### config.mk
export PLATFORM = sky130hd
export DESIGN_NAME = fc_data_mover
export DESIGN_NICKNAME = d
export VERILOG_FILES = /design/src/design/fc_pkg.sv /design/src/design/fc_mac_core.sv /design/src/design/fc_data_mover.sv
export VERILOG_INCLUDE_DIRS = /design/src /design/src/design
export SDC_FILE = /design/constraint.sdc
export NUM_CORES = 2
export LEC_CHECK = 0
export ABC_CLOCK_PERIOD_IN_PS = 15000
export BUFFER_PORTS_ARGS = -buffer_cell sky130_fd_sc_hd__buf_2
export CORE_MARGIN = 4
export CORE_UTILIZATION = 55
export CTS_CLUSTER_SIZE = 25
export DETAILED_ROUTE_END_ITERATION = 6
export PLACE_DENSITY = 0.72
export SLEW_MARGIN = 20
export SYNTH_ARGS = -nofsm -noshare
export SYNTH_HDL_FRONTEND = slang
export SYNTH_SLANG_ARGS = --single-unit
### constraint.sdc
create_clock -name clk -period 15 [get_ports clk]
set_input_delay 0.75 -clock clk [delete_from_list [all_inputs] [get_ports clk]]
set_output_delay 0.75 -clock clk [all_outputs]
set_load 0.01 [all_outputs]
### src/design/fc_settings.svh
/*
 * fc layer settings
 * widths, lane count and memory depth shared by the
 * fully connected layer slice and its memories
 */
`ifndef FC_SETTINGS_SVH
`define FC_SETTINGS_SVH

// one lane operand, unsigned
`define FC_IN_WIDTH 8
// lanes per memory word, one mac core each
`define FC_LANES 7
// memory word holds all lanes side by side
`define FC_DWIDTH (`FC_LANES * `FC_IN_WIDTH)
// memory address and depth
`define FC_AWIDTH 12
`define FC_DEPTH 4096
// run count width, wide enough for any run length
`define FC_CNT_BIT 31

`endif

### src/design/fc_pkg.sv
/*
 * fc layer package
 * mover state encoding and the word, address, lane,
 * result and count types of the layer slice
 */
`include "fc_settings.svh"

package fc_pkg;

    // shared by the read and the write fsm of the mover
    typedef enum logic [1:0] {
        S_IDLE = 2'b00,
        S_RUN  = 2'b01,
        S_DONE = 2'b10
    } mover_state_e;

    // memory word, seven packed lanes
    typedef logic [`FC_DWIDTH-1:0] word_t;
    typedef logic [`FC_AWIDTH-1:0] addr_t;
    typedef logic [`FC_IN_WIDTH-1:0] lane_t;
    // accumulators and final sum use the word width
    typedef logic [`FC_DWIDTH-1:0] result_t;
    typedef logic [`FC_CNT_BIT-1:0] count_t;

endpackage

### src/design/fc_mac_core.sv
/*
 * multiply-accumulate core for one lane
 * adds node times weight, unsigned, on every valid cycle;
 * clear zeroes the accumulator and wins over a valid cycle
 */
`timescale 1ns/1ps

module fc_mac_core (
    input  logic              clk,
    input  logic              reset_n,
    // start of a run, zeroes the sum
    input  logic              clear_i,
    input  logic              valid_i,
    input  fc_pkg::lane_t     node_i,
    input  fc_pkg::lane_t     weight_i,
    output fc_pkg::result_t   result_o,
    output logic              valid_o
);

    // full product of two lane operands
    localparam int PWIDTH = 2 * $bits(fc_pkg::lane_t);

    logic [PWIDTH-1:0] product;
    fc_pkg::result_t   acc;
    logic              valid_r;

    // unsigned multiply, no rounding
    assign product = PWIDTH'(node_i) * PWIDTH'(weight_i);

    // accumulator
    always_ff @(posedge clk or negedge reset_n) begin
        if (!reset_n) begin
            acc <= '0;
        end else if (clear_i) begin
            acc <= '0;
        end else if (valid_i) begin
            // zero extend the product to the accumulator width
            acc <= acc + fc_pkg::result_t'(product);
        end
    end

    // valid out marks the cycle the new sum is visible
    always_ff @(posedge clk or negedge reset_n) begin
        if (!reset_n) begin
            valid_r <= 1'b0;
        end else begin
            valid_r <= valid_i;
        end
    end

    assign result_o = acc;
    assign valid_o  = valid_r;

endmodule

### src/design/fc_data_mover.sv
/*
 * data mover for the fc layer
 * reads node and weight words in lockstep, splits them into
 * lanes, feeds one mac core per lane and sums the lane results;
 * a read fsm walks the address, a write fsm waits for the
 * core results and ends the run with a one-cycle done
 */
`timescale 1ns/1ps
`include "fc_settings.svh"

module fc_data_mover (
    input  logic                  clk,
    input  logic                  reset_n,
    // run control
    input  logic                  start_run_i,
    input  fc_pkg::count_t        run_count_i,
    // read data of both memories
    input  fc_pkg::word_t         q_b0_i,
    input  fc_pkg::word_t         q_b1_i,
    // status levels
    output logic                  idle_o,
    output logic                  read_o,
    output logic                  write_o,
    output logic                  done_o,
    // shared read address and enable for both memories
    output fc_pkg::addr_t         addr_o,
    output logic                  ce_o,
    output fc_pkg::result_t       result_o
);

    localparam int LW = `FC_IN_WIDTH;

    fc_pkg::mover_state_e rd_state, rd_state_nxt;
    fc_pkg::mover_state_e wr_state, wr_state_nxt;

    logic                 start_ok;
    logic                 is_read_done;
    logic                 is_write_done;
    fc_pkg::count_t       num_cnt;
    fc_pkg::count_t       rd_cnt;
    fc_pkg::count_t       wr_cnt;
    logic                 rd_valid;
    logic [`FC_LANES-1:0] lane_valid;
    logic                 result_valid;
    fc_pkg::result_t      lane_result [`FC_LANES];

    // a start only counts while fully idle
    assign start_ok = start_run_i && idle_o;

    // state registers
    always_ff @(posedge clk or negedge reset_n) begin
        if (!reset_n) begin
            rd_state <= fc_pkg::S_IDLE;
            wr_state <= fc_pkg::S_IDLE;
        end else begin
            rd_state <= rd_state_nxt;
            wr_state <= wr_state_nxt;
        end
    end

    // read fsm, one address per cycle for N cycles
    always_comb begin
        rd_state_nxt = rd_state;
        case (rd_state)
            fc_pkg::S_IDLE: if (start_ok) rd_state_nxt = fc_pkg::S_RUN;
            fc_pkg::S_RUN:  if (is_read_done) rd_state_nxt = fc_pkg::S_DONE;
            fc_pkg::S_DONE: rd_state_nxt = fc_pkg::S_IDLE;
            default:        rd_state_nxt = fc_pkg::S_IDLE;
        endcase
    end

    // write fsm, runs until the N-th core result arrives
    always_comb begin
        wr_state_nxt = wr_state;
        case (wr_state)
            fc_pkg::S_IDLE: if (start_ok) wr_state_nxt = fc_pkg::S_RUN;
            fc_pkg::S_RUN:  if (is_write_done) wr_state_nxt = fc_pkg::S_DONE;
            fc_pkg::S_DONE: wr_state_nxt = fc_pkg::S_IDLE;
            default:        wr_state_nxt = fc_pkg::S_IDLE;
        endcase
    end

    // status outputs
    assign idle_o  = (rd_state == fc_pkg::S_IDLE) && (wr_state == fc_pkg::S_IDLE);
    assign read_o  = (rd_state == fc_pkg::S_RUN);
    assign write_o = (wr_state == fc_pkg::S_RUN);
    // write side always finishes last, so its done is the run's done
    assign done_o  = (wr_state == fc_pkg::S_DONE);

    // run length, held for the whole run
    always_ff @(posedge clk or negedge reset_n) begin
        if (!reset_n) begin
            num_cnt <= '0;
        end else if (start_ok) begin
            num_cnt <= run_count_i;
        end else if (done_o) begin
            num_cnt <= '0;
        end
    end

    assign is_read_done  = read_o && (rd_cnt == num_cnt - fc_pkg::count_t'(1));
    assign is_write_done = write_o && result_valid
                           && (wr_cnt == num_cnt - fc_pkg::count_t'(1));

    // read address counter, wider than the address so N = depth fits
    always_ff @(posedge clk or negedge reset_n) begin
        if (!reset_n) begin
            rd_cnt <= '0;
        end else if (is_read_done) begin
            rd_cnt <= '0;
        end else if (read_o) begin
            rd_cnt <= rd_cnt + fc_pkg::count_t'(1);
        end
    end

    // counts core results, covers the memory and core delay
    always_ff @(posedge clk or negedge reset_n) begin
        if (!reset_n) begin
            wr_cnt <= '0;
        end else if (is_write_done) begin
            wr_cnt <= '0;
        end else if (write_o && result_valid) begin
            wr_cnt <= wr_cnt + fc_pkg::count_t'(1);
        end
    end

    assign addr_o = rd_cnt[`FC_AWIDTH-1:0];
    assign ce_o   = read_o;

    // memory data is valid one cycle after the read enable
    always_ff @(posedge clk or negedge reset_n) begin
        if (!reset_n) begin
            rd_valid <= 1'b0;
        end else begin
            rd_valid <= read_o;
        end
    end

    // one core per lane, lane g sits at bits g*LW upward
    for (genvar g = 0; g < `FC_LANES; g++) begin : g_lane
        fc_mac_core u_mac_core (
            .clk      (clk),
            .reset_n  (reset_n),
            .clear_i  (start_ok),
            .valid_i  (rd_valid),
            .node_i   (q_b0_i[g*LW +: LW]),
            .weight_i (q_b1_i[g*LW +: LW]),
            .result_o (lane_result[g]),
            .valid_o  (lane_valid[g])
        );
    end

    // all cores run in lockstep
    assign result_valid = &lane_valid;

    // sum of the lane accumulators
    always_comb begin
        result_o = '0;
        for (int i = 0; i < `FC_LANES; i++) begin
            result_o = result_o + lane_result[i];
        end
    end

endmodule

==> results by group <==
Status
  • Status: completed

GRT
  • Initial antenna violation count: 11
  • Vias in the first global route: 43500
  • Global route overflow: 0
  • Total Routing Usage GR: 0.295
  • First-pass GRT wire length: 240 mm
  • Largest net degree at the start of global routing: 167

Logic synthesis
  • Number of synthesized register bits: 491
  • Syn_area_per_cell: 8.80 µm²
  • Multiplexer share of the synthesized area: 0.0250
  • Post-synthesis cell count: 6125
  • Post-synthesis xor/xnor area fraction: 0.0692
  • Adder-Cell Fraction of Synth Area: 0.311
  • Main combinational cell family by area after synthesis: adder cells
  • Synth Net Count: 7240
  • Synth Area in Compound Gates: 0.0799
  • Top FF cell, synth: dfrtp_1
  • Synth cell types: 80
  • Simple-gate share of the synthesized area: 0.187
  • Mapped cell area: 0.0539 mm²
  • Sequential share of the synthesized area: 0.228
  • Most common cell in the netlist: inv_1
  • Fraction of registers with async set/reset: 1.00
  • Commonest cells in the netlist: 1216 x inv_1, 622 x fa_1, 529 x nand2_1, 491 x dfrtp_1, 450 x nor2_1
  • Yosys Warn Count: 0
  • Area leader, netlist: fa_1
  • Post-synth EDFFs: 0
  • Share of the synthesized area in the top cell type: 0.231
  • Synth top area cells: fa_1 23%, dfrtp_1 23%, inv_1 8.5%

Floorplan
  • Die Wd: 321 µm
  • Row cnt: 114
  • Initial core utilization: 0.556
  • Core footprint: 0.0970 mm²
  • Die Y-Extent: 321 µm
  • Area of the die: 0.103 mm²
  • Boundary pin count: 219

STA
  • Setup_tns: 0 ns
  • Unrepaired setup endpoints after global routing: false
  • Final Cycle Share: 0.497
  • Final WS setup: 7.55 ns
  • Clock skew: 0.0549 ns
  • Final hold violation count: 0
  • Tmin final: 7.45 ns
  • Worst Tran Pin Value: 1.17 ns
  • Headroom to the max-slew limit: 0.222
  • Final setup violating endpoints: 0
  • Final Max Slew Viols: 0
  • Peak Freq: 0.134 GHz

Cells and area
  • Post-layout util: 0.601
  • Layout cell share with drive strength beyond 1: 0.0673
  • Layout area overhead: 8.03%
  • # nets final: 7363
  • Post-route insts no fill: 7583

CTS
  • Post-CTS setup buffers: 0
  • Hold_buf cts: 0
  • Worst-path clk slew: 0.06 ns
  • # resized after CTS: 0
  • Clock buffer count from CTS: 60
  • Worst-skew pair later-pin latency: 0.69 ns
  • Root Buffer: clkbuf_16
  • TritonCTS clock tree: done
  • CTS sink cnt: 491
  • CTS max path bufs: 3
  • H-Tree Level Count: 2

Worst setup path
  • Crit Path Category: reg -> out
  • CP max FO: 4
  • Startpoint Class: flop
  • Critical Path AT: 6.70 ns
  • WP data required: 14.25 ns
  • R2r setup slk: 9.09 ns
  • Crit path capture type: output pin

Worst hold path
  • Hold/Removal Path Class: in -> async

Detailed routing
  • Routed len/inst: 19.8 µm
  • DRC: 0
  • Vias/cell: 5.63
  • Via count: 42700
  • Routed Wire Length: 150 mm
  • Iter 0 DRT Violations: 3133
  • Antenna Nets Post-Route: 0
  • Drt pass-1 iters: 6

Placed design
  • Port Buffers: 218
  • HPWL Detailed: 120 mm
  • GP Congestion: 0.951
  • Pre-CTS setup slack: 8.23 ns
  • Placed insts: 7462

Flow run
  • Max_cap viols: 0
flip-flops by register name, summed over array words and instances (netlist names):
signal,cells
rd_valid,1
wr_cnt,31
rd_state,2
rd_cnt,31
g_lane.u_mac_core.valid_o,1
g_lane.u_mac_core.result_o,392
wr_state,2
num_cnt,31
layer usage:
metal / up-vias / track usage / share of wire
met5: - / 0 / 0
li1: 19800 / - / -
met3: 404 / 0.0272 / 0.043
met1: 21300 / 0.370 / 0.40
met4: 0 / 0.171 / 0.067
met2: 1289 / 0.501 / 0.49
placed cells by master, fill, tap and decap left out, types with 31 or more instances in the layout:
| cell type | netlist | routed |
|---|---|---|
| inv_1 | 1216 | 1216 |
| fa_1 | 622 | 622 |
| nand2_1 | 529 | 528 |
| dfrtp_1 | 491 | 490 |
| nor2_1 | 450 | 449 |
| ha_1 | 347 | 347 |
| xnor2_1 | 298 | 298 |
| and2_1 | 268 | 267 |
| buf_2 | 2 | 217 |
| a21oi_1 | 206 | 206 |
| nand3_1 | 192 | 192 |
| o21ai_0 | 158 | 157 |
| mux2i_1 | 129 | 129 |
| xor2_1 | 118 | 118 |
| nor3_1 | 89 | 89 |
| nand4_1 | 83 | 83 |
| or3_1 | 76 | 76 |
| nor4_1 | 70 | 68 |
| and3_1 | 67 | 67 |
| a21o_1 | 61 | 61 |
| clkbuf_16 | 0 | 61 |
| nand2b_1 | 43 | 43 |
| o31ai_1 | 35 | 35 |
| buf_4 | 13 | 34 |
| or4_1 | 31 | 31 |
area by class of cell:
| type | instances | area, µm² |
|---|---|---|
| clock inverters | 24 | 360 |
| fillers | 8534 | 38700 |
| inverters | 1217 | 4570 |
| well taps | 1276 | 1600 |
| diodes | 11 | 27.5 |
| clock buffers | 86 | 1700 |
| repair buffers | 254 | 1390 |
| multi-input cells | 4224 | 36300 |
| flip-flops and latches | 491 | 12300 |
critical path: stages (launching register included):
cell	delay (ns)
dfrtp_1	0.41
fa_1	0.54
inv_1	0.06
fa_1	0.49
fa_1	0.49
inv_1	0.04
ha_1	0.26
ha_1	0.17
inv_1	0.07
fa_1	0.45
nor2b_1	0.19
o2111ai_1	0.15
a21boi_0	0.49
a221oi_1	0.29
o31a_1	0.42
o41ai_1	0.51
o31ai_1	0.13
buf_4	0.18
o311a_1	0.34
a211oi_1	0.20
buf_2	0.17
final timing paths:
kind	startpoint	end	depth (start not counted)
max reg2reg	g_lane[1].u_mac_core.result_o[4]	g_lane[1].u_mac_core.result_o[40]	19
min	reset_n	g_lane[6].u_mac_core.result_o[15]	1
max	g_lane[3].u_mac_core.result_o[1]	result_o[53]	20
min reg2reg	g_lane[6].u_mac_core.result_o[14]	g_lane[6].u_mac_core.result_o[14]	2
max in group asynchronous	reset_n	num_cnt[0]	3
min in group clk	run_count_i[13]	num_cnt[13]	3
metrics by stage:
step	cell area, µm²	hold slack [ns]
2_1_floorplan	53900	0.391
3_3_place_gp	56200	0.502
5_1_grt	58300	0.200
6_report	58300	0.153
4_1_cts	58200	0.146
3_5_place_dp	56200	0.512
cell families after synthesis:
kind of cell | count (synthesis)
compound gates | 680
fa+ha+maj | 969
flops | 491
xor+xnor | 420
buf+inv | 1410
mux | 134
simple gates | 2021
Power is left out: the tool's default activity adds up to more than one toggle a clock period on the data nets, which glitch-free logic cannot reach.
